<file path="src/bpu_consts.svh">
`ifndef BPU_CONSTS_SVH
`define BPU_CONSTS_SVH

// datapath width
`define BPU_XLEN     32

// bimodal direction table, indexed by pc[9:1]
`define BHT_ENTRIES  512
`define BHT_IDX_W    9
`define BHT_INIT     2'b01       // weakly not taken

// branch target buffer, indexed by pc[9:2], tag pc[31:10]
`define BTB_ENTRIES  256
`define BTB_IDX_W    8
`define BTB_TAG_W    22

// return address stack
`define RAS_DEPTH    8
`define RAS_PTR_W    4           // holds 0..8
`define RAS_IDX_W    3

// rv32 control transfer opcodes
`define OPC_BRANCH   7'b1100011
`define OPC_JAL      7'b1101111
`define OPC_JALR     7'b1100111

`endif

</file>
<file path="src/bpu_pkg.sv">
`include "bpu_consts.svh"

package bpu_pkg;

    typedef logic [`BPU_XLEN-1:0] xlen_t;

    // upper bit is the direction, 1 is weakly not taken
    typedef logic [1:0] ctr2_t;

    typedef enum logic [2:0] {
        kind_other,
        kind_branch,
        kind_jal,
        kind_call_jalr,     // jalr linking through x1 or x5
        kind_ret,           // jalr x0, 0(x1 or x5)
        kind_jalr
    } inst_kind_e;

    typedef struct packed {
        logic       imm12;
        logic [5:0] imm10_5;
        logic [4:0] rs2;
        logic [4:0] rs1;
        logic [2:0] funct3;
        logic [3:0] imm4_1;
        logic       imm11;
        logic [6:0] opcode;
    } b_type_t;

    typedef struct packed {
        logic       imm20;
        logic [9:0] imm10_1;
        logic       imm11;
        logic [7:0] imm19_12;
        logic [4:0] rd;
        logic [6:0] opcode;
    } j_type_t;

    typedef struct packed {
        logic [11:0] imm;
        logic [4:0]  rs1;
        logic [2:0]  funct3;
        logic [4:0]  rd;
        logic [6:0]  opcode;
    } i_type_t;

    // one instruction word, three field layouts
    typedef union packed {
        b_type_t b;
        j_type_t j;
        i_type_t i;
    } inst_word_u;

endpackage

</file>
<file path="src/bimodal_table.sv">
`timescale 1ns/10ps
`include "bpu_consts.svh"

module bimodal_table (
    input  logic           clk,
    input  logic           rst,
    input  bpu_pkg::xlen_t rd_pc_i,
    output logic           rd_taken_o,
    input  logic           wr_en_i,
    input  bpu_pkg::xlen_t wr_pc_i,
    input  logic           wr_taken_i
);
    import bpu_pkg::*;

    ctr2_t                 ctr_q [`BHT_ENTRIES];
    logic [`BHT_IDX_W-1:0] rd_idx;
    logic [`BHT_IDX_W-1:0] wr_idx;

    assign rd_idx = rd_pc_i[`BHT_IDX_W:1];
    assign wr_idx = wr_pc_i[`BHT_IDX_W:1];

    assign rd_taken_o = ctr_q[rd_idx][1];   // msb is the direction

    always_ff @(posedge clk or posedge rst) begin
        if (rst) begin
            for (int i = 0; i < `BHT_ENTRIES; i++) begin
                ctr_q[i] <= `BHT_INIT;
            end
        end else if (wr_en_i) begin
            // one step toward the outcome, saturate at 0 and 3
            if (wr_taken_i && ctr_q[wr_idx] != 2'b11)
                ctr_q[wr_idx] <= ctr_q[wr_idx] + 2'd1;
            else if (!wr_taken_i && ctr_q[wr_idx] != 2'b00)
                ctr_q[wr_idx] <= ctr_q[wr_idx] - 2'd1;
        end
    end

endmodule

</file>
<file path="config.mk">
export PLATFORM = sky130hd
export DESIGN_NAME = bimodal_table
export DESIGN_NICKNAME = d
export VERILOG_FILES = /design/src/bpu_pkg.sv /design/src/bimodal_table.sv
export VERILOG_INCLUDE_DIRS = /design/src
export SDC_FILE = /design/constraint.sdc
export NUM_CORES = 2
export LEC_CHECK = 0
export ABC_AREA = 1
export BUFFER_PORTS_ARGS = -buffer_cell sky130_fd_sc_hd__buf_2
export CAP_MARGIN = 20
export CELL_PAD_IN_SITES_DETAIL_PLACEMENT = 2
export CELL_PAD_IN_SITES_GLOBAL_PLACEMENT = 2
export CORE_MARGIN = 4
export CORE_UTILIZATION = 33
export DETAILED_ROUTE_END_ITERATION = 8
export MAX_ROUTING_LAYER = met4
export PLACE_DENSITY_LB_ADDON = 0.1
export SKIP_LAST_GASP = 1
export SLEW_MARGIN = 30
export SYNTH_ARGS = -nofsm -noshare
export SYNTH_HDL_FRONTEND = slang
export SYNTH_SLANG_ARGS = --single-unit
</file>
<file path="constraint.sdc">
create_clock -name clk -period 28.2 [get_ports clk]
set_clock_uncertainty 0.2 [all_clocks]
set_input_delay 1.41 -clock clk [delete_from_list [all_inputs] [get_ports clk]]
set_output_delay 1.41 -clock clk [all_outputs]
set_load 0.05 [all_outputs]
</file>
==> run_results.csv <==
group,metric,value,unit
final_layout,layout-drive-gt1-share,11.31,%
logic_synthesis,ys_ff_latch,1024,
clocking,cts_resized,0,
logic_synthesis,syn_inst,8630,
setup_path,critical_path_depth,27,
setup_path,cp.arrival,9.97,ns
final_layout,layout_commonest_cell,"nand2_1",
clocking,cts_sinks,1024,
logic_synthesis,synth-main-ff-cell,"dfstp_2",
drt,drtAntennaViolNets,0,
setup_path,crit_path_start_kind,"primary input",
sta,finalMaxSlewViolations,0,
logic_synthesis,synthDistinctLibCells,26,
logic_synthesis,synthArstFlopShare,100.0,%
drt,routed_wl,319400,µm
clocking,cts_tree,"yes",
placed_design,post-dp-hpwl,170100,µm
power,combPwrFrac,10.3,%
clocking,root_buffer,"clkbuf_16",
setup_path,cp_common_cell,"nand2_1",
clocking,postCtsSetupBuffers,0,
power,power.switching,1.091,mW
power,clkPwrFrac,48.3,%
final_layout,final_cell_mix,"3672 x nand2_1, 1119 x nand3_1, 556 x inv_1",
grt,grt_pass1_wl,470000,µm
power,power.total,3.729,mW
drt,via_count,63020,
floorplanning,start_util,33.36,%
clocking,clock_path_buffers,3,
drt,drtIter0Drc,4959,
power,p_int,2.638,mW
floorplanning,die-area,188000,µm²
drt,drt_drc_violations_left,0,
logic_synthesis,synth_top_area_share,23.06,%
logic_synthesis,synth_top_area_cell,"nand2_1",
floorplanning,die_h,433.6,µm
sta,post-route-period-util,33.58,%
power,power_leakage,29.27,nW
power,p_seq_share,41.4,%
drt,routedWlPerCell,29.73,µm
sta,finalCriticalPeriod,9.470,ns
clocking,cts_buffers,139,
power,ir_drop,0.04108,mV
clocking,worst_skew_pair.late_latency,0.81,ns
setup_path,worstRegToRegCells,21,
logic_synthesis,synth_edf_count,0,
clocking,clkTransAtPathRegs,0.06,ns
setup_path,critPathMaxFanout,148,
grt,grtUsageTotal,34.69,%
setup_path,critPathBufInv,9,
clocking,ctsHoldBuffers,0,
grt,grt_start_max_net_pins,180,
setup_path,slowest_delay,0.91,ns
final_layout,area_delta_synth_final,10.36,%
floorplanning,ios,69,
grt,grt_pass1_vias,67940,
grt,grt.overflow.total,0,
power,p_per_area,56.53,nW/µm²
run,cap_viol_max_count,0,
setup_path,required,28.70,ns
final_layout,nets,8331,
floorplanning,num_rows,155,
sta,tightestPinTransition,1.246,ns
logic_synthesis,yosys-top-cells-area,"nand2_1 23%, dfstp_2 23%, dfrtp_1 21%",
sta,timing.fmax,0.1056,GHz
worst_hold_path,min_path_cells,2,
setup_path,cpMaxStageDelayCell,"buf_4",
logic_synthesis,yosys_warnings,0,
logic_synthesis,synth-seq-area-share,43.94,%
setup_path,cp_top_family,"buffers and inverters",
drt,first_pass_iters,7,
placed_design,place.port_buffers,22,
drt,via_per_inst,5.866,
sta,setup_tns,0,ns
floorplanning,design.core.area,179200,µm²
placed_design,place.gp.congestion,0.8166,
sta,rsz0062_at_grt,"false",
grt,antenna_found_initial,13,
logic_synthesis,synth_fp_nets,8700,
clocking,cts_max_level,4,
logic_synthesis,synth_area,59770,µm²
sta,finalHoldViolCount,0,
setup_path,crit_path_end_kind,"register",
setup_path,path_class,"in -> reg",
worst_hold_path,holdCritPathClass,"reg -> reg",
outcome,status,"completed",
sta,whs,0.2653,ns
logic_synthesis,avgSynthCellArea,6.926,µm²
power,p_sw_share,29.26,%
sta,finalSetupViolations,0,
sta,maxSlewHeadroom,16.96,%
floorplanning,die_w,433.6,µm
-- power groups by stage --
stage	registers, mW	clock network, mW	logic [mW]
CTS	1.54	1.83	0.377
floorplan	1.56	0	0.201
global route	1.55	1.89	0.402
finish	1.54	1.80	0.384
global placement	1.56	0	0.370
detailed placement	1.57	0	0.376
-- cells in the mapped netlist (36+ instances only) --
cell type / number
clkbuf_1: 457
buf_2: 93
nand2_1: 3672
o21ai_0: 91
buf_6: 36
inv_1: 595
a22oi_1: 180
a21oi_1: 86
buf_1: 61
nand4_1: 42
dfrtp_1: 512
nand3_1: 1119
o31ai_1: 376
nor3_1: 350
nor2_1: 308
a31oi_1: 76
dfstp_2: 512
-- worst paths after layout --
| path | start | end | slack [ns] |
|---|---|---|---|
| max | wr_pc_i[1] | ctr_q[669] | 18.73 |
| min | register | register | 0.27 |
| min reg2reg | register | register | 0.27 |
| min in group asynchronous | rst | ctr_q[279] | 0.49 |
| max reg2reg | ctr_q[775] | ctr_q[669] | 21.48 |
| max in group asynchronous | rst | ctr_q[323] | 24.43 |
-- metal layers --
layer | global-route usage, % | wire length (µm) | part of all wire [%] | vias to the layer above
li1 | - | - | - | 27260
met1 | 43.37 | 137600 | 43 | 33370
met2 | 57.15 | 151700 | 47 | 1788
met3 | 4.272 | 15580 | 4.9 | 608
met4 | 13.95 | 14630 | 4.6 | 0
met5 | - | 0 | 0 | -
-- area by class of cell --
type / instances / area [µm²]
timing repair buffer: 158 / 1541
sequential: 1024 / 26270
tap: 2355 / 2947
antenna: 10 / 25.02
clock buffer: 242 / 4323
multi-input combinational: 6314 / 28300
inverter: 624 / 2401
clock inverter: 17 / 168.9
fill: 21160 / 113200
-- metrics by stage --
| step | instance area [µm²] | instances | setup slack (ns) | utilization (%) |
|---|---|---|---|---|
| detailed placement | 61320 | 10470 | 18.22 | 34.22 |
| finish | 65970 | 10740 | 18.73 | 36.81 |
| floorplan | 59780 | 8630 | 12.89 | - |
| global placement | 61270 | 10470 | 18.40 | 34.19 |
| CTS | 65810 | 10730 | 19.04 | 36.72 |
| global route | 65950 | 10740 | 18.64 | 36.80 |
-- tightest hold or removal path, cell delays in order (launching register included) --
cell,delay (ns)
dfstp_2,0.36
nand2_1,0.05
nand2_1,0.05
-- cell families (layout without fill, tap and decap cells) --
logic type	after synthesis	count (layout)	synth area share [%]
fa+ha+maj	2	2	0.04186
flops	1024	1024	43.94
xor+xnor	1	1	0.01465
buf+inv	1292	1041	8.892
compound gates	815	815	9.311
simple gates	5496	5496	37.80
other cells	0	10	0
Power figures use the tool's default switching activity.
