**src/bpu_consts.svh**
```systemverilog
`ifndef BPU_CONSTS_SVH
`define BPU_CONSTS_SVH

// datapath width
`define BPU_XLEN     32

// bimodal direction table, indexed by pc[9:1]
`define BHT_ENTRIES  512
`define BHT_IDX_W    9
`define BHT_INIT     2'b01       // weakly not taken

// branch target buffer, indexed by pc[9:2], tag pc[31:10]
`define BTB_ENTRIES  256
`define BTB_IDX_W    8
`define BTB_TAG_W    22

// return address stack
`define RAS_DEPTH    8
`define RAS_PTR_W    4           // holds 0..8
`define RAS_IDX_W    3

// rv32 control transfer opcodes
`define OPC_BRANCH   7'b1100011
`define OPC_JAL      7'b1101111
`define OPC_JALR     7'b1100111

`endif

```
**src/bpu_pkg.sv**
```systemverilog
`include "bpu_consts.svh"

package bpu_pkg;

    typedef logic [`BPU_XLEN-1:0] xlen_t;

    // upper bit is the direction, 1 is weakly not taken
    typedef logic [1:0] ctr2_t;

    typedef enum logic [2:0] {
        kind_other,
        kind_branch,
        kind_jal,
        kind_call_jalr,     // jalr linking through x1 or x5
        kind_ret,           // jalr x0, 0(x1 or x5)
        kind_jalr
    } inst_kind_e;

    typedef struct packed {
        logic       imm12;
        logic [5:0] imm10_5;
        logic [4:0] rs2;
        logic [4:0] rs1;
        logic [2:0] funct3;
        logic [3:0] imm4_1;
        logic       imm11;
        logic [6:0] opcode;
    } b_type_t;

    typedef struct packed {
        logic       imm20;
        logic [9:0] imm10_1;
        logic       imm11;
        logic [7:0] imm19_12;
        logic [4:0] rd;
        logic [6:0] opcode;
    } j_type_t;

    typedef struct packed {
        logic [11:0] imm;
        logic [4:0]  rs1;
        logic [2:0]  funct3;
        logic [4:0]  rd;
        logic [6:0]  opcode;
    } i_type_t;

    // one instruction word, three field layouts
    typedef union packed {
        b_type_t b;
        j_type_t j;
        i_type_t i;
    } inst_word_u;

endpackage

```
**src/inst_predecode.sv**
```systemverilog
`timescale 1ns/10ps
`include "bpu_consts.svh"

module inst_predecode (
    input  bpu_pkg::xlen_t      inst_i,
    input  bpu_pkg::xlen_t      pc_i,
    output bpu_pkg::inst_kind_e kind_o,
    output logic                is_call_o,
    output bpu_pkg::xlen_t      static_target_o
);
    import bpu_pkg::*;

    inst_word_u w;
    xlen_t      b_imm;
    xlen_t      j_imm;
    logic       rd_link;
    logic       rs1_link;
    logic       is_jal;

    assign w = inst_i;

    // sign-extended immediates, bit 0 always zero
    assign b_imm = {{20{w.b.imm12}}, w.b.imm11, w.b.imm10_5, w.b.imm4_1, 1'b0};
    assign j_imm = {{12{w.j.imm20}}, w.j.imm19_12, w.j.imm11, w.j.imm10_1, 1'b0};

    // x1 (ra) and x5 (t0) are the link registers
    assign rd_link  = (w.i.rd == 5'd1) || (w.i.rd == 5'd5);
    assign rs1_link = (w.i.rs1 == 5'd1) || (w.i.rs1 == 5'd5);
    assign is_jal   = (w.j.opcode == `OPC_JAL);

    always_comb begin
        case (w.i.opcode)
            `OPC_BRANCH: kind_o = kind_branch;
            `OPC_JAL:    kind_o = kind_jal;
            `OPC_JALR: begin
                if (rd_link)
                    kind_o = kind_call_jalr;     // a linking jalr counts as a call first
                else if (w.i.rd == 5'd0 && rs1_link && w.i.imm == 12'd0)
                    kind_o = kind_ret;
                else
                    kind_o = kind_jalr;
            end
            default:     kind_o = kind_other;
        endcase
    end

    assign is_call_o = (is_jal && rd_link) || (kind_o == kind_call_jalr);

    // only meaningful for jal and branches
    assign static_target_o = pc_i + (is_jal ? j_imm : b_imm);

endmodule

```
**config.mk**
```make
export PLATFORM = sky130hd
export DESIGN_NAME = inst_predecode
export DESIGN_NICKNAME = d
export VERILOG_FILES = /design/src/bpu_pkg.sv /design/src/inst_predecode.sv
export VERILOG_INCLUDE_DIRS = /design/src
export SDC_FILE = /design/constraint.sdc
export NUM_CORES = 1
export LEC_CHECK = 0
export ABC_AREA = 0
export BUFFER_PORTS_ARGS = -buffer_cell sky130_fd_sc_hd__buf_2
export CAP_MARGIN = 20
export CORE_ASPECT_RATIO = 0.5
export CORE_MARGIN = 3
export CORE_UTILIZATION = 30
export DETAILED_ROUTE_END_ITERATION = 16
export GPL_ROUTABILITY_DRIVEN = 0
export MAX_ROUTING_LAYER = met4
export PLACE_DENSITY = 0.66
export SLEW_MARGIN = 20
export SYNTH_ARGS = -nofsm -noshare
export SYNTH_HDL_FRONTEND = slang
export SYNTH_SLANG_ARGS = --single-unit
```
**constraint.sdc**
```tcl
create_clock -name vclk -period 4
set_input_delay 0.4 -clock vclk [all_inputs]
set_output_delay 0.4 -clock vclk [all_outputs]
set_load 0.03 [all_outputs]
```
==> results by stage, run 1 <==
Worst setup path:
- The slowest stage of the critical path belongs to the cell sky130_fd_sc_hd__fa_2.
- The data required time of the worst path is 3.60 ns.
- Walking the worst path, the cells encountered are buf_2, nor2b_1, nand4_1, inv_2, nand3_4, mux2_4, ha_4, inv_2, fa_2, and2b_1, o2111ai_2, a21o_1, o211ai_2, a31oi_4, o31a_1, a211oi_2, buf_4.
- Along the worst path, the maximum fanout reaches 5.
- On the worst path, the slowest cell contributes a delay of 0.36 ns.
- Data arrives at the worst endpoint at 3.42 ns.
- The endpoint type of the worst setup path is a primary output.
- The critical path class is in -> out.
- The most critical setup path has its startpoint at inst_i[4].
- In this run the number of cells on the critical path is 17.
- The most numerous cell type found on the critical path is sky130_fd_sc_hd__inv_2.
- The kind of start point of the critical path is a primary input.
- On the critical path the largest part of the delay comes from compound AO/OA/AOI/OAI gates.
- The buffering stage count on the worst path with inverters included is 4.
- The most critical setup path has its endpoint at static_target_o[29].

Global routing:
- The number of global-route vias before repair came to 2,252.
- The initial antenna violation count was 0.
- Entering global routing, the biggest net connects 11 pins.
- The global routing usage summed across all routing layers is 0.156.
- The total overflow reported by the global router is 0.
- The first global-routing pass estimated 9.96 mm of wire.

Yosys:
- The Yosys step of the flow raised 0 warnings.
- The average instance in the mapped netlist occupies 6.89 sq um.
- The post-synthesis net count is 382.
- The netlist uses 48 different library cells.
- The synthesized instance count is 284.
- The netlist area before placement is 1960 sq um.
- The share of the Yosys chip area taken by registers is 0.

Layout:
- The total of clock buffers placed in the layout is 0.
- The antenna diode count is 0.
- The final layout contains a sequential cell count of 0.
- In the final layout, the share of cells above drive strength 1 is 0.371.
- The multi-input combinational cells in the finished layout cover a total of 1910 sq um.
- The library cell used most frequently in the layout, excluding fill and tap cells, is sky130_fd_sc_hd__buf_2.
- The post-layout instance count excluding filler cells is 476.
- Compared with the post-synthesis result, the final layout area differs by 39.1%.
- Once layout is done, the placed cells without fillers occupy 2720 sq um.
- The number of nets at the end of the flow is 488.
- The filler cells instantiated in the layout total 674.
- Summing all flip-flop and latch instances after layout gives 0 sq um.
- The library cells used most frequently in the layout, excluding fill and tap cells, are sky130_fd_sc_hd__buf_2, sky130_fd_sc_hd__nand2_1, sky130_fd_sc_hd__ha_1.

Routing:
- In this run, the number of DRC markers left after iteration 0 of detailed routing was 206.
- For this block, the routed nets add up to 6.30 mm of wire.
- In the routed design, unresolved DRC markers number 0.
- The final antenna-violating net count is 0.
- The detailed-router iteration count before antenna repair is 4.
- The vias after detailed routing is 2,461.
- The routed length per placed instance is 13.2 um.
- After detailed routing, the number of vias per cell comes to 5.17.

STA:
- The total count of max-transition violations in the final report is 0.
- At the pin with the least slew margin, the transition time is 0.376 ns.
- The relative slew slack is 0.748.
- The routed design could run at a clock period as short as 3.82 ns.
- Setup repair after global routing could not meet its margin everywhere.
- The final critical-path setup slack is 0.185 ns.
- The top achievable clock speed is 262 MHz.
- The setup-violating endpoint count in the final report is 0.
- The portion of the clock cycle consumed by the worst path in the final layout is 0.954.
- The final-report hold violation count is 0.

Floorplanning:
- The initial core utilization is 0.317.
- The core box area is 6180 sq um.
- The floorplan row count is 20.
- The overall die area is 7590 sq um.
- The count of pins on the block boundary is 100.
- The die is 63.1 um tall.
- The die is 120 um wide.

Power:
- Cell internal power was estimated by the tool at 0.224 mW.
- Of the total power, the clock network draws 0.
- The maximum vdd ir drop is 0.0756 mV.
- The power density of the placed cells is 220 nW/um^2.
- The leakage power is 1.33 nW.
- The total chip power is 0.599 mW.
- The power share of the combinational group is 1.000.
- Of the total power, the share spent switching nets is 0.626.
- Of the total power, registers draw 0.
- For this design the total switching power over the nets is 0.375 mW.

Placement:
- After detailed placement, the design holds a cell count of 474.
- The count of buffers inserted at the top-level ports is 98.
- The half-perimeter wire length after placement is 5.44 mm.
- The worst slack at placement is -0.00820 ns.
- The placed instance area is 2600 sq um.

Flow run:
- The tool flagged a number of max-cap violations equal to 0.

Run status:
- The run finished with clean final reports.

Worst hold path:
- The min-delay analysis places its worst path in the category in -> out.
## power by group through the flow
stage | Combinational (mW) | Clock [mW] | Sequential, mW
2_1_floorplan | 0.412 | 0 | 0
3_5_place_dp | 0.571 | 0 | 0
6_report | 0.599 | 0 | 0
5_1_grt | 0.651 | 0 | 0
3_3_place_gp | 0.571 | 0 | 0
4_1_cts | 0.576 | 0 | 0
## how the worst min path moves through the flow
stage              start            endpoint  slack [ns]  depth (start not counted)
3_3_place_gp     pc_i[0]  static_target_o[0]        0.80                          0
6_report         pc_i[0]  static_target_o[0]        0.80                          0
3_5_place_dp     pc_i[0]  static_target_o[0]        0.80                          0
2_1_floorplan  inst_i[3]           kind_o[0]        0.91                          1
5_1_grt          pc_i[0]  static_target_o[0]        0.80                          0
4_1_cts          pc_i[0]  static_target_o[0]        0.80                          0
## logic make-up after synthesis
group	count (synthesis)	share of synthesized area
AOI/OAI and AO/OA	99	0.322
xor gates and xnor gates	27	0.121
adders and majority gates	34	0.221
buffers and inverters	29	0.0748
muxes	5	0.0288
and+or+nand+nor	90	0.232
## metrics by stage
| stage | TNS, ns | util | hold slack (ns) |
|---|---|---|---|
| floorplan | 0 | - | 0.912 |
| global placement | 0 | 0.421 | 0.800 |
| detailed placement | -0.00820 | 0.421 | 0.800 |
| CTS | -0.0213 | 0.421 | 0.800 |
| global route | -0.162 | 0.440 | 0.800 |
| finish | 0 | 0.440 | 0.800 |
## what timing repair did
action | in CTS | in global routing
endpoints found under the setup margin | 2 | 12
hold buffers | 0 | 0
gates resized for setup | 2 | 28
pin swaps | 0 | 13
gates cloned | 0 | 0
setup buffers | 0 | 2
## cell type report
| class | count | area share |
|---|---|---|
| tap | 88 | 0.0404 |
| timing repair buffer | 114 | 0.231 |
| multi-input combinational | 255 | 0.702 |
| inverter | 19 | 0.0262 |
## cell usage after synthesis (all sizes together), types with 3 or more instances
| library cell | instances | area, sq um |
|---|---|---|
| a211oi | 5 | 37.5 |
| a21o | 5 | 40.0 |
| a21oi | 33 | 165 |
| a31oi | 4 | 25.0 |
| and2 | 3 | 20.0 |
| and3 | 5 | 32.5 |
| and4 | 4 | 36.3 |
| buf | 7 | 63.8 |
| clkbuf | 3 | 11.3 |
| ha | 33 | 413 |
| inv | 19 | 71.3 |
| mux2 | 5 | 56.3 |
| nand2 | 32 | 120 |
| nand3 | 7 | 35.0 |
| nand4 | 7 | 43.8 |
| nor2 | 12 | 45.0 |
| nor3 | 9 | 45.0 |
| nor4 | 4 | 25.0 |
| o211ai | 4 | 35.0 |
| o21ai | 31 | 155 |
| xnor2 | 14 | 123 |
| xor2 | 13 | 114 |
## routing by layer
layer / up-vias / routed length [um] / global-route usage
met5: - / 0 / -
met4: 0 / 0 / 0
met3: 0 / 510 / 0.0143
met2: 98 / 2800 / 0.259
met1: 1085 / 2990 / 0.222
li1: 1278 / - / -
(Power assumes the default switching activity.)
==> run 2, diff against run 1 <==
--- a/config.mk
+++ b/config.mk
@@ -11,5 +11,5 @@
 export CAP_MARGIN = 20
 export CORE_ASPECT_RATIO = 0.5
-export CORE_MARGIN = 3
+export CORE_MARGIN = 4
 export CORE_UTILIZATION = 30
 export DETAILED_ROUTE_END_ITERATION = 16
==> constraint.sdc (replaced) <==
create_clock -name vclk -period 4
set_input_delay 0.2 -clock vclk [all_inputs]
set_output_delay 0.2 -clock vclk [all_outputs]
set_load 0.03 [all_outputs]
==> run 2 against run 1 <==
- worst setup slack better by 0.071 ns
- non-clock buffer count is 14 lower
- die area is 4.9% higher
- combinational power is 6.3% lower
- clock-buffer cell count stayed put
- flip-flop and latch count stayed put
- global-route usage is 0.49 points lower
- fmax is 1.9% higher
==> results by stage, run 2 (synthesis results as in run 1) <==
Routing:
- The final antenna-violating net count is 0 (unchanged).
- The detailed-router iteration count before antenna repair is 4 (unchanged).
- The routed length per placed instance is 13.4 um (was 13.2 um).
- The DRC marker count from the first detailed-route iteration is 116 (was 206).
- The vias after detailed routing is 2,344 (was 2,461).
- The DRC violation count after routing is 0 (unchanged).
- The via density per instance is 5.07 (was 5.17).
- The sum of routed wire length over all layers came to 6.21 mm (was 6.30 mm).

STA:
- The relative slew slack is 0.657 (was 0.748).
- The worst-margin pin slew is 0.510 ns (was 0.376 ns).
- The minimum period implied by the final worst setup slack is 3.74 ns (was 3.82 ns).
- The setup TNS is 0 ns (unchanged).
- The setup-violating endpoint count in the final report came to 0 (unchanged).
- RSZ-0062 raised after global routing: no (was yes).
- The total count of max-transition violations in the final report was 0 (unchanged).
- The top achievable clock speed is 267 MHz (was 262 MHz).
- The portion of the clock cycle consumed by the worst path in the final layout is 0.936 (was 0.954).
- The final-report hold violation count came to 0 (unchanged).

Worst hold path:
- The worst hold path stage count is 0 (unchanged).
- The type of the tightest min-delay check is in -> out (unchanged).

Global routing:
- The number of global-route vias before repair came to 2,111 (was 2,252).
- The largest net degree at the start of global routing was 14 (was 11).
- The global routing usage summed across all routing layers is 0.151 (was 0.156).
- The total overflow reported by the global router is 0 (unchanged).
- The first-pass GRT wire length is 9.73 mm (was 9.96 mm).
- The initial antenna violation count came to 0 (unchanged).

CTS:
- The post-CTS setup buffer count came to 0 (unchanged).
- The cts-stage hold buffer count is 0 (unchanged).

Layout:
- The layout overhead on the synthesized area was 27.9% (was 39.1%).
- The total of clock buffers placed in the layout is 0 (unchanged).
- The antenna diode count was 0 (unchanged).
- The share of final-layout standard cells stronger than drive strength 1 was 0.307 (was 0.371).
- The most common library cell in the layout ignoring fill and taps is sky130_fd_sc_hd__buf_2 (unchanged).
- The register area is 0 sq um (unchanged).
- The sequential cell count came to 0 (unchanged).
- The number of nets at the end of the flow is 474 (was 488).
- The area of all placed cells without fillers is 2500 sq um (was 2720 sq um).
- Most frequent cells in the layout: sky130_fd_sc_hd__buf_2, sky130_fd_sc_hd__a21oi_1, sky130_fd_sc_hd__ha_1 (was sky130_fd_sc_hd__buf_2, sky130_fd_sc_hd__nand2_1, sky130_fd_sc_hd__ha_1).

Power:
- The leakage power is 1.24 nW (was 1.33 nW).
- The maximum vdd ir drop was 0.0802 mV (was 0.0756 mV).
- The power density of the placed cells is 224 nW/um^2 (was 220 nW/um^2).

Worst setup path:
- The endpoint arrival time on the critical path is 3.54 ns (was 3.42 ns).
- The data required time of the worst path is 3.80 ns (was 3.60 ns).
- The critical path class is in -> out (unchanged).
- The endpoint type of the worst setup path is a primary output (unchanged).
- The highest fanout seen on the critical path is 3 (was 5).
- The kind of start point of the critical path is a primary input (unchanged).

Floorplanning:
- The count of pins on the block boundary is 100 (unchanged).
- The initial core utilization is 0.315 (was 0.317).
- The horizontal die dimension is 122 um (was 120 um).
- The overall die area is 7960 sq um (was 7590 sq um).
- The die height is 65.1 um (was 63.1 um).
- The core box area is 6210 sq um (was 6180 sq um).
- The floorplan row count was 20 (unchanged).

Placement:
- The placed instance area came to 2500 sq um (was 2600 sq um).
- The half-perimeter wire length after placement is 5.49 mm (was 5.44 mm).
- The count of buffers inserted at the top-level ports is 98 (unchanged).

Run status:
- Result of the run: finished, final reports clean (unchanged).

Flow run:
- The reported max-cap violation count is 0 (unchanged).
[run 2: cell types whose count changed in the layout (fill, tap and decap cells not counted), moves of 3 or more]
cell                      before  now
sky130_fd_sc_hd__a21oi_1      29   33
sky130_fd_sc_hd__buf_4        20    2
sky130_fd_sc_hd__a21oi_2       4    0
sky130_fd_sc_hd__ha_1         30   33
sky130_fd_sc_hd__buf_2        92   98
[run 2: final cells by class]
type / count / area, sq um
Fill cell: 698 / 3700
Multi-Input combinational cell: 255 / 1820
Timing Repair Buffer: 100 / 505
Tap cell: 88 / 110
Inverter: 19 / 71.3
[run 2: critical path, cell delays in order]
cell	delay, ns
sky130_fd_sc_hd__buf_2	0.09
sky130_fd_sc_hd__nor2b_1	0.10
sky130_fd_sc_hd__nand4_1	0.14
sky130_fd_sc_hd__inv_1	0.11
sky130_fd_sc_hd__nand3_1	0.14
sky130_fd_sc_hd__mux2_2	0.26
sky130_fd_sc_hd__ha_1	0.19
sky130_fd_sc_hd__inv_1	0.06
sky130_fd_sc_hd__fa_1	0.40
sky130_fd_sc_hd__and2b_1	0.23
sky130_fd_sc_hd__o2111ai_1	0.17
sky130_fd_sc_hd__a21o_1	0.24
sky130_fd_sc_hd__o31a_4	0.31
sky130_fd_sc_hd__o41ai_4	0.38
sky130_fd_sc_hd__or4_1	0.15
sky130_fd_sc_hd__and3_1	0.17
sky130_fd_sc_hd__buf_2	0.20
[run 2: power by group]
part           internal [mW]  switching, mW  total, mW
logic                  0.195          0.365      0.561
clock network              0              0          0
registers                  0              0          0
total                  0.195          0.365      0.561
[run 2: per-stage QoR]
step	hold WS (ns)	power (mW)	cells	utilization	worst slack [ns]
3_5_place_dp	0.400	0.557	462	0.402	0.290
3_3_place_gp	0.400	0.558	462	0.402	0.400
5_1_grt	0.400	0.609	462	0.403	0.0201
6_report	0.400	0.561	462	0.403	0.256
4_1_cts	0.400	0.560	462	0.402	0.261
2_1_floorplan	0.512	0.409	284	-	0.170
[run 2: path summary, 6_finish.rpt]
check,to,startpoint,slack (ns)
worst min-delay path,static_target_o[0],pc_i[0],0.40
worst max-delay path,static_target_o[31],inst_i[4],0.26
[run 2: layer usage]
metal  track usage  part of all wire  vias to the layer above
li1              -                 -                     1248
met1         0.221              0.50                     1029
met2         0.249              0.44                       67
met3       0.00344             0.061                        0
met4       0.00279                 0                        0
met5             -                 0                        -
[run 2: timing repair]
item	CTS	global route
endpoints found under the setup margin	0	1
gates resized for setup	0	1
endpoints found under the hold margin	0	0
