[config.mk]
export PLATFORM = sky130hd
export DESIGN_NAME = bpu_ctrl
export DESIGN_NICKNAME = d
export VERILOG_FILES = /design/src/bpu_pkg.sv /design/src/bpu_ctrl.sv
export VERILOG_INCLUDE_DIRS = /design/src
export SDC_FILE = /design/constraint.sdc
export NUM_CORES = 1
export LEC_CHECK = 0
export ABC_AREA = 0
export BUFFER_PORTS_ARGS = -buffer_cell sky130_fd_sc_hd__buf_2
export CORE_MARGIN = 3
export CORE_UTILIZATION = 37
export CTS_BUF_LIST = sky130_fd_sc_hd__clkbuf_4 sky130_fd_sc_hd__clkbuf_8
export DETAILED_ROUTE_END_ITERATION = 10
export PLACE_DENSITY = 0.92
export SYNTH_ARGS = -nofsm -noshare
export SYNTH_HDL_FRONTEND = slang
export SYNTH_SLANG_ARGS = --single-unit
[constraint.sdc]
create_clock -name clk -period 3.2 [get_ports clk]
set_input_delay 0.64 -clock clk [delete_from_list [all_inputs] [get_ports clk]]
set_output_delay 0.64 -clock clk [all_outputs]
set_load 0.05 [all_outputs]
[src/bpu_consts.svh]
`ifndef BPU_CONSTS_SVH
`define BPU_CONSTS_SVH

// datapath width
`define BPU_XLEN     32

// bimodal direction table, indexed by pc[9:1]
`define BHT_ENTRIES  512
`define BHT_IDX_W    9
`define BHT_INIT     2'b01       // weakly not taken

// branch target buffer, indexed by pc[9:2], tag pc[31:10]
`define BTB_ENTRIES  256
`define BTB_IDX_W    8
`define BTB_TAG_W    22

// return address stack
`define RAS_DEPTH    8
`define RAS_PTR_W    4           // holds 0..8
`define RAS_IDX_W    3

// rv32 control transfer opcodes
`define OPC_BRANCH   7'b1100011
`define OPC_JAL      7'b1101111
`define OPC_JALR     7'b1100111

`endif

[src/bpu_pkg.sv]
`include "bpu_consts.svh"

package bpu_pkg;

    typedef logic [`BPU_XLEN-1:0] xlen_t;

    // upper bit is the direction, 1 is weakly not taken
    typedef logic [1:0] ctr2_t;

    typedef enum logic [2:0] {
        kind_other,
        kind_branch,
        kind_jal,
        kind_call_jalr,     // jalr linking through x1 or x5
        kind_ret,           // jalr x0, 0(x1 or x5)
        kind_jalr
    } inst_kind_e;

    typedef struct packed {
        logic       imm12;
        logic [5:0] imm10_5;
        logic [4:0] rs2;
        logic [4:0] rs1;
        logic [2:0] funct3;
        logic [3:0] imm4_1;
        logic       imm11;
        logic [6:0] opcode;
    } b_type_t;

    typedef struct packed {
        logic       imm20;
        logic [9:0] imm10_1;
        logic       imm11;
        logic [7:0] imm19_12;
        logic [4:0] rd;
        logic [6:0] opcode;
    } j_type_t;

    typedef struct packed {
        logic [11:0] imm;
        logic [4:0]  rs1;
        logic [2:0]  funct3;
        logic [4:0]  rd;
        logic [6:0]  opcode;
    } i_type_t;

    // one instruction word, three field layouts
    typedef union packed {
        b_type_t b;
        j_type_t j;
        i_type_t i;
    } inst_word_u;

endpackage

[src/bpu_ctrl.sv]
`timescale 1ns/10ps

module bpu_ctrl (
    input  logic                clk,
    input  logic                rst,

    // update handshake
    input  logic                upd_req_i,
    output logic                upd_ack_o,
    input  bpu_pkg::inst_kind_e upd_kind_i,
    input  logic                upd_is_call_i,
    input  logic                upd_taken_i,

    // fetch side lookups
    input  bpu_pkg::xlen_t      fetch_pc_i,
    input  bpu_pkg::inst_kind_e fetch_kind_i,
    input  bpu_pkg::xlen_t      fetch_target_i,
    input  logic                bht_taken_i,
    input  logic                btb_hit_i,
    input  bpu_pkg::xlen_t      btb_target_i,
    input  bpu_pkg::xlen_t      ras_top_i,
    input  logic                ras_empty_i,

    output logic                pred_ctrl_o,
    output logic                pred_taken_o,
    output bpu_pkg::xlen_t      pred_pc_o,

    // table write enables
    output logic                bht_wr_o,
    output logic                btb_wr_o,
    output logic                ras_push_o,
    output logic                ras_pop_o
);
    import bpu_pkg::*;

    localparam logic st_idle = 1'b0;
    localparam logic st_ack  = 1'b1;

    logic  state_q;
    logic  upd_fire;
    xlen_t pc_plus4;

    // idle -> ack on a request, ack -> idle once req drops
    always_ff @(posedge clk or posedge rst) begin
        if (rst)
            state_q <= st_idle;
        else if (state_q == st_idle && upd_req_i)
            state_q <= st_ack;
        else if (state_q == st_ack && !upd_req_i)
            state_q <= st_idle;
    end

    assign upd_ack_o = (state_q == st_ack);

    // high only in the cycle ending in the ack-rise edge
    assign upd_fire   = upd_req_i && (state_q == st_idle);
    assign bht_wr_o   = upd_fire && (upd_kind_i == kind_branch);
    assign btb_wr_o   = upd_fire && upd_taken_i;
    assign ras_push_o = upd_fire && upd_is_call_i;
    assign ras_pop_o  = upd_fire && upd_taken_i && (upd_kind_i == kind_ret);

    assign pc_plus4 = fetch_pc_i + 32'd4;

    always_comb begin
        pred_ctrl_o  = (fetch_kind_i != kind_other);
        pred_taken_o = 1'b0;
        pred_pc_o    = pc_plus4;
        case (fetch_kind_i)
            kind_branch: begin
                pred_taken_o = bht_taken_i;
                if (bht_taken_i)
                    pred_pc_o = btb_hit_i ? btb_target_i : fetch_target_i;
            end
            kind_jal: begin
                pred_taken_o = 1'b1;
                pred_pc_o    = btb_hit_i ? btb_target_i : fetch_target_i;
            end
            kind_ret: begin
                if (!ras_empty_i) begin     // empty stack falls through to pc+4
                    pred_taken_o = 1'b1;
                    pred_pc_o    = ras_top_i;
                end
            end
            default: ;                      // other jalr forms are not predicted
        endcase
    end

endmodule

==> results of run 1 <==
[cell usage after synthesis, types with 2 or more instances]
library cell,instances
and2_1,2
and3_1,8
xnor2_1,15
nor2_1,11
nor3_1,2
nand4_1,11
ha_1,2
o221ai_1,26
buf_2,3
mux2i_1,32
xor2_1,12
nand2_1,32
inv_1,4
clkbuf_1,9
a221o_1,4
nor4_1,2
nand3_1,12
nor3_2,2
[final cells by class]
| class | instances | area (um2) |
|---|---|---|
| Multi-Input combinational cell | 190 | 1440 |
| Fill cell | 318 | 1290 |
| Timing Repair Buffer | 187 | 966 |
| Tap cell | 48 | 60.1 |
| Sequential cell | 1 | 25.0 |
| Inverter | 5 | 18.8 |
[routing by layer]
metal | GRT usage | vias to the layer above | routed length [um]
li1 | - | 1167 | -
met1 | 0.303 | 1108 | 2700
met2 | 0.509 | 154 | 3560
met3 | 0.0360 | 13 | 645
met4 | 0.0489 | 0 | 161
met5 | 0 | - | 0
[stage by stage]
stage	instance area (um2)	total power, mW	instances	utilization
2_1_floorplan	1520	0.366	210	-
3_3_place_gp	2510	0.545	431	0.661
3_5_place_dp	2510	0.556	431	0.661
4_1_cts	2510	0.557	431	0.661
5_1_grt	2510	0.589	431	0.661
6_report	2510	0.558	431	0.661
[worst max path at each step]
stage	end	slack [ps]	depth (start not counted)
6_report	pred_pc_o[31]	280	7
5_1_grt	pred_pc_o[31]	190	7
4_1_cts	pred_pc_o[31]	300	7
3_5_place_dp	pred_pc_o[31]	300	7
3_3_place_gp	pred_pc_o[31]	340	7
2_1_floorplan	pred_pc_o[10]	30	6
[cells by family (layout without fill, tap and decap cells)]
kind of cell,Yosys count,after routing,share of synthesized area
and+or+nand+nor,93,93,0.337
AOI/OAI and AO/OA,35,35,0.204
muxes,33,33,0.218
xor gates and xnor gates,27,27,0.156
buffers and inverters,19,192,0.0518
adders and majority gates,2,2,0.0165
DFF,1,1,0.0165
[power breakdown]
group	leakage, nW	switching, mW	total [mW]	internal, mW
logic	1.26	0.353	0.534	0.181
clock network	0	0	0	0
registers	0.0125	0.00527	0.0242	0.0189
total	1.27	0.358	0.558	0.200
==> impl_metrics.ini, run 1 <==
[outcome]
status = completed

[layout]
diodes = 0
layout_common_cells = 180 x buf_2, 32 x mux2i_1, 32 x nand2_1
final_common_cell = buf_2
finalNetCount = 529
area_growth_syn_to_layout_pct = 65.1
drive_gt1_frac = 0.517
largest_reg_flops = 1

[synthesis]
ys_ff_latch = 1
synthCells = 210
synth.area.top_cells = mux2i_1 21%, o221ai_1 15%, xnor2_1 8.6%, nand2_1 7.9%, xor2_1 6.9%
synth_top_area_cell = mux2i_1
ys.flop_type = dfrtp_1
synthesis.area_um2 = 1520
syn-num-nets = 354
ys_async_sr_fraction = 1.00
syn_area_per_cell_um2 = 7.24
ys_seq_area_frac = 0.0165
synth-edff-count = 0
yosys.cell_types.count = 39
yosys_warnings = 0
yosysTopAreaCellShare = 0.211

[floorplanning]
start_util = 0.400
die_h_um = 70.1
io_pins = 181
core_area_um2 = 3800
chipWidth_um = 70.1
num_rows = 22
dieArea_um2 = 4910

[setup_path]
crit_arrival_ps = 2280
cp-end-kind = primary output
cp_top_family = simple AND/OR/NAND/NOR gates
reg2reg_from = upd_ack_o
rrSetupSlack_ps = 2060
cp-start-kind = input pin
crit_chain = buf_2 > and3_1 > and4_1 > nand4_1 > xnor2_1 > a221o_1 > buf_2
worst_path_max_delay_cell = and4_1
worstRegToRegCells = 3
cp_data_required_time_ps = 2560
worstPathMaxFanout = 10
cp_num_buf_inv = 2
path_class = input pin to primary output
r2r_end = upd_ack_o
crit_start = fetch_pc_i[13]
cpPeakStageDelay_ps = 440
crit_top_cell = buf_2

[power_and_ir_drop]
cellPowerDensity_nw_per_um2 = 222
vdd_ir_drop_max_mv = 0.264
p_leak_nw = 1.27

[placed_design]
pre_cts_slack_ps = 301
gp_congestion = 0.847
portBuffers = 180
place_hpwl_mm = 5.96

[grt]
grt_use_total = 0.263
antenna_found_initial = 0
grt_pass1_vias = 2399
grt_first_pass_wirelength_mm = 10.9
overflow = 0
grt_max_degree = 33

[timing]
tns_ps = 0
max_clock_freq_ghz = 0.343
fin_ws_ps = 282
finalHoldViolCount = 0
finalClockSkew_ps = 0
period_share = 0.912
tightestPinTransition_ps = 668
setup_viol = 0
whs_ps = 476
rsz0062_at_grt = no
drv_slew = 0
fin_crit_ps = 2920
slew_headroom = 0.555

[routing]
post_drt_wl_per_cell_um = 16.4
drc = 0
vias = 2442
wl_mm = 7.07
drtIter0Drc = 176
dr.pass1.iters = 4
viasPerCell = 5.67
ant_nets = 0

[clock_network]
cts_hold_buf = 0
cts.clk_slew.worst_paths_ps = 0
cts-resized-gates = 0
postCtsSetupBuffers = 0
clock_latency_ps = 0

[worst_hold_path]
min_path_type = input pin to async pin

[flow_run]
cap_viol_max_count = 0
Note: power is estimated with default switching activity, not from simulation.
==> run 2, diff against run 1 <==
--- a/config.mk
+++ b/config.mk
@@ -12,7 +12,7 @@
 export CORE_UTILIZATION = 37
 export CTS_BUF_LIST = sky130_fd_sc_hd__clkbuf_4 sky130_fd_sc_hd__clkbuf_8
 export DETAILED_ROUTE_END_ITERATION = 10
-export PLACE_DENSITY = 0.92
+export PLACE_DENSITY = 0.89
 export SYNTH_ARGS = -nofsm -noshare
 export SYNTH_HDL_FRONTEND = slang
 export SYNTH_SLANG_ARGS = --single-unit
==> constraint.sdc (replaced) <==
create_clock -name clk -period 3.6 [get_ports clk]
set_input_delay 0.72 -clock clk [delete_from_list [all_inputs] [get_ports clk]]
set_output_delay 0.72 -clock clk [all_outputs]
set_load 0.05 [all_outputs]
==> run 2 against run 1 <==
Effect of this change:
- first-iteration DRC count shrank 27%
- register-to-register slack gained 420 ps
- combinational power shrank 12%
- clock skew is the same
- total power shrank 12%
- hold slack gained 66 ps
- sequential cell count is the same
- via count shrank 1.6%
- global-route usage shrank 1.7 points
- largest cell class unchanged
==> impl_metrics.ini, run 2 (synthesized netlist as in run 1, its figures left out) <==
[outcome]
status = completed

[timing]
fin_crit_ps = 3210
slew_headroom = 0.516
drv_slew = 0
tightestPinTransition_ps = 726
max_clock_freq_ghz = 0.312
finalHoldViolCount = 0
finalClockSkew_ps = 0
tns_ps = 0
period_share = 0.891
whs_ps = 542
rsz0062_at_grt = no
setup_viol = 0

[routing]
viasPerCell = 5.63
dr.pass1.iters = 4
post_drt_wl_per_cell_um = 15.9
drtIter0Drc = 129
wl_mm = 6.77
ant_nets = 0
vias = 2404
drc = 0

[setup_path]
crit_start = fetch_pc_i[2]
cp_data_required_time_ps = 2880
rrSetupSlack_ps = 2480
crit_arrival_ps = 2490
crit_chain = buf_2 > ha_1 > nand3_1 > nor3_2 > nand4_1 > xor2_1 > o221ai_1 > buf_2
worstPathMaxFanout = 8
worstRegToRegCells = 3
cp-end-kind = primary output
worst_path_max_delay_cell = nor3_2
cpPeakStageDelay_ps = 460
path_class = input pin to primary output
crit_top_cell = buf_2
reg2reg_from = upd_ack_o
cp-start-kind = input pin
r2r_end = upd_ack_o

[grt]
overflow = 0
grt_first_pass_wirelength_mm = 10.3
antenna_found_initial = 0
grt_max_degree = 33
grt_use_total = 0.246
grt_pass1_vias = 2218

[layout]
design_area_um2 = 2480
diodes = 0
fillers = 345
finalNetCount = 525
final_common_cell = buf_2
layout_common_cells = 180 x buf_2, 32 x mux2i_1, 32 x nand2_1
final_util = 0.653
seqCellArea_um2 = 25.0
area_growth_syn_to_layout_pct = 63.1
drive_gt1_frac = 0.512
largest_reg_flops = 1
multi_input_area_um2 = 1440

[floorplanning]
core_area_um2 = 3800
die_h_um = 70.1
start_util = 0.400
io_pins = 181
num_rows = 22
chipWidth_um = 70.1
dieArea_um2 = 4910

[clock_network]
cts-resized-gates = 0
cts.clk_slew.worst_paths_ps = 0
clock_latency_ps = 0
cts_hold_buf = 0
postCtsSetupBuffers = 0

[power_and_ir_drop]
vdd_ir_drop_max_mv = 0.177
total_power_mw = 0.491
cellPowerDensity_nw_per_um2 = 198
p_leak_nw = 1.25

[flow_run]
cap_viol_max_count = 0

[worst_hold_path]
min_path_type = flip-flop to flip-flop
holdPathStages = 1
whs_endpoint = upd_ack_o
hold_start = upd_ack_o

[placed_design]
place_hpwl_mm = 5.67
place_area_um2 = 2480
gp_congestion = 0.902
portBuffers = 180
## run 2: critical path, delay by kind of cell
family          cells  cell delay [ps]
xor+xnor            1              170
fa+ha+maj           1              250
compound gates      1              160
buf+inv             2              410
simple gates        3              770
## run 2: worst max path at each step
stage | cells after the start | slack, ps | endpoint
detailed placement | 8 | 360 | pred_pc_o[28]
global placement | 8 | 410 | pred_pc_o[28]
floorplan | 6 | 270 | pred_pc_o[10]
CTS | 8 | 370 | pred_pc_o[26]
finish | 8 | 390 | pred_pc_o[18]
global route | 8 | 200 | pred_pc_o[26]
## run 2: per-stage QoR
stage	worst slack, ps	instances
floorplan	275	210
global placement	409	427
detailed placement	355	427
CTS	370	427
global route	200	427
finish	393	427
## run 2: power breakdown
| part | total (mW) | switching (mW) | internal [mW] | leakage (nW) |
|---|---|---|---|---|
| registers | 0.0211 | 0.00431 | 0.0168 | 0.0125 |
| logic | 0.469 | 0.310 | 0.159 | 1.24 |
| clock network | 0 | 0 | 0 | 0 |
## run 2: area by class of cell
cell class	instances	share of cell area
well taps	48	0.0242
repair buffers	183	0.377
inverters	5	0.00757
flip-flops and latches	1	0.0101
multi-input cells	190	0.581
## run 2: per-layer routing
layer,GRT usage,share of wire,vias up
met5,0,0,-
met4,0.0298,0.011,0
met3,0.0345,0.095,6
met2,0.460,0.51,132
met1,0.304,0.38,1111
li1,-,-,1155
==> run 3, diff against run 2 <==
==> config.mk (replaced) <==
export PLATFORM = sky130hd
export DESIGN_NAME = bpu_ctrl
export DESIGN_NICKNAME = d
export VERILOG_FILES = /design/src/bpu_pkg.sv /design/src/bpu_ctrl.sv
export VERILOG_INCLUDE_DIRS = /design/src
export SDC_FILE = /design/constraint.sdc
export NUM_CORES = 1
export LEC_CHECK = 0
export ABC_AREA = 1
export BUFFER_PORTS_ARGS = -buffer_cell sky130_fd_sc_hd__buf_2
export CORE_MARGIN = 3
export CORE_UTILIZATION = 42
export CTS_BUF_LIST = sky130_fd_sc_hd__clkbuf_16
export DETAILED_ROUTE_END_ITERATION = 10
export PLACE_DENSITY = 0.9
export SYNTH_ARGS = -nofsm -noshare
export SYNTH_HDL_FRONTEND = slang
export SYNTH_SLANG_ARGS = --single-unit
==> run 3 against run 2 <==
Effect of this change:
- die area grew 14%
- highest routed layer unchanged
- sequential share of layout area shrank 0.15 points
- combinational power grew 7.0%
- final cell count grew 40%
- worst setup slack gained 320 ps
- via count grew 25%
- sequential cell count is the same
- wire length grew 12%
- critical path depth grew 3
- clock skew is the same
==> impl_metrics.ini, run 3 <==
[power_and_ir_drop]
cellPowerDensity_nw_per_um2 = 180
pwr-share-clk = 0
sw_frac_of_total = 0.659
pwr-share-comb = 0.962
switching_power_mw = 0.344
vdd_ir_drop_max_mv = 0.213
cell_internal_pwr_mw = 0.178
power_frac_seq = 0.038
p_leak_nw = 1.67

[placed_design]
portBuffers = 180
gp_congestion = 0.959
place_hpwl_mm = 6.50
dp.cells = 596

[synthesis]
syn-num-nets = 518
syn_area_per_cell_um2 = 5.32
synth.area.top_cells = nand2_1 26%, mux2_2 11%, a22oi_1 9.1%, nand3_1 8.5%, inv_1 7.7%
ys.flop_type = dfrtp_1
ys_seq_area_frac = 0.0126
synthCells = 374
ys_async_sr_fraction = 1.00
synth_mux_area_frac = 0.113
synthesis.area_um2 = 1990
yosys_warnings = 0
yosysTopAreaCellShare = 0.262
yosysMostFrequentCell = nand2_1
synth_xor_area_frac = 0.0352
synth_top_area_cell = nand2_1
synthAdderAreaFrac = 0.0126
synth_top_family_by_area = simple AND/OR/NAND/NOR gates
synth_commonest_cells = 139 x nand2_1, 41 x inv_1, 35 x nor2_1, 34 x nand3_1, 24 x a22oi_1
synth_compound_area_frac = 0.161
synth-simple-area-share = 0.544
ys_ff_latch = 1
yosys.cell_types.count = 32
synth-edff-count = 0

[grt]
grt_first_pass_wirelength_mm = 11.6
overflow = 0
grt_pass1_vias = 2728
grt_use_total = 0.255
antenna_found_initial = 0
grt_max_degree = 34

[routing]
vias = 3011
ant_nets = 0
drc = 0
drtIter0Drc = 151
dr.pass1.iters = 4
viasPerCell = 5.05
wl_mm = 7.62
post_drt_wl_per_cell_um = 12.8

[floorplanning]
start_util = 0.445
dieArea_um2 = 5600
num_rows = 24
die_h_um = 74.8
core_area_um2 = 4470
chipWidth_um = 74.8
io_pins = 181

[layout]
layout_common_cells = 180 x buf_2, 139 x nand2_1, 41 x inv_1
layoutNonFillerInstCount = 596
largest_reg_flops = 1
finalNetCount = 690
final_common_cell = buf_2
area_growth_syn_to_layout_pct = 45.6
diodes = 0
final_util = 0.648
fillers = 444
drive_gt1_frac = 0.417

[clock_network]
cts.clk_slew.worst_paths_ps = 0
cts_hold_buf = 0
cts-resized-gates = 0
postCtsSetupBuffers = 0
clock_latency_ps = 0

[timing]
max_clock_freq_ghz = 0.346
finalClockSkew_ps = 0
tightestPinTransition_ps = 634
finalHoldViolCount = 0
setup_viol = 0
slew_headroom = 0.577
fin_crit_ps = 2890
tns_ps = 0
period_share = 0.802
rsz0062_at_grt = no
drv_slew = 0

[worst_hold_path]
min_path_type = flip-flop to flip-flop

[setup_path]
cp_data_required_time_ps = 2880
crit_arrival_ps = 2170
cp-end-kind = primary output
worstPathMaxFanout = 5
path_class = input pin to primary output
cp-start-kind = input pin

[flow_run]
cap_viol_max_count = 0

[outcome]
status = completed
-- run 3: area by class of cell --
type	count	area, um2	share of cell area
timing repair buffer	183	923	0.319
inverter	43	161	0.0557
sequential	1	25.0	0.00864
multi-input combinational	317	1720	0.595
tap	52	65.1	0.0225
-- run 3: critical path, cell delays in order --
cell	delay, ps
buf_2	100
ha_1	200
nand3_2	170
inv_2	70
nand2_1	110
nor2_1	230
nand2_1	80
nand2_1	60
nand3_1	80
nand2_1	80
buf_2	260
-- run 3: power by group through the flow --
stage | clock [mW] | sequential [mW] | combinational [mW]
after floorplan | 0 | 0.0407 | 0.318
after global placement | 0 | 0.0197 | 0.493
after detailed placement | 0 | 0.0199 | 0.501
after CTS | 0 | 0.0200 | 0.503
after global routing | 0 | 0.0203 | 0.541
final | 0 | 0.0198 | 0.502
-- run 3: cells by family (layout without fill, tap and decap cells) --
logic type,count (synthesis),count (layout)
AO/OA/AOI/OAI,47,47
XOR/XNOR,8,8
adder cells (fa/ha/maj),2,2
buffers and inverters,56,226
flip-flops,1,1
multiplexers,20,20
AND/OR/NAND/NOR,240,240
-- run 3: routing by layer --
layer  wire length (um)  vias to the layer above  global-route usage
li1                   -                     1568                   -
met1               3120                     1277               0.312
met2               3740                      156               0.484
met3                671                       10              0.0227
met4                 76                        0              0.0435
met5                  0                        -                   0
-- run 3: final timing paths --
kind                                    start            end  slack, ps  depth (start not counted)
worst max register to register      upd_ack_o      upd_ack_o       2690                          4
worst min-delay path                upd_ack_o      upd_ack_o        530                          2
max in group asynchronous                 rst      upd_ack_o       2940                          2
worst min register to register      upd_ack_o      upd_ack_o        530                          2
min in group asynchronous                 rst      upd_ack_o        570                          2
worst max-delay path            fetch_pc_i[2]  pred_pc_o[22]        710                         11
-- run 3: metrics by stage --
step	worst slack [ps]	hold WS (ps)	total power [mW]	area [um2]
after detailed placement	707	532	0.521	2900
after floorplan	287	449	0.359	1990
after global routing	539	558	0.562	2900
after CTS	709	534	0.523	2900
final	712	530	0.522	2900
after global placement	773	522	0.513	2900
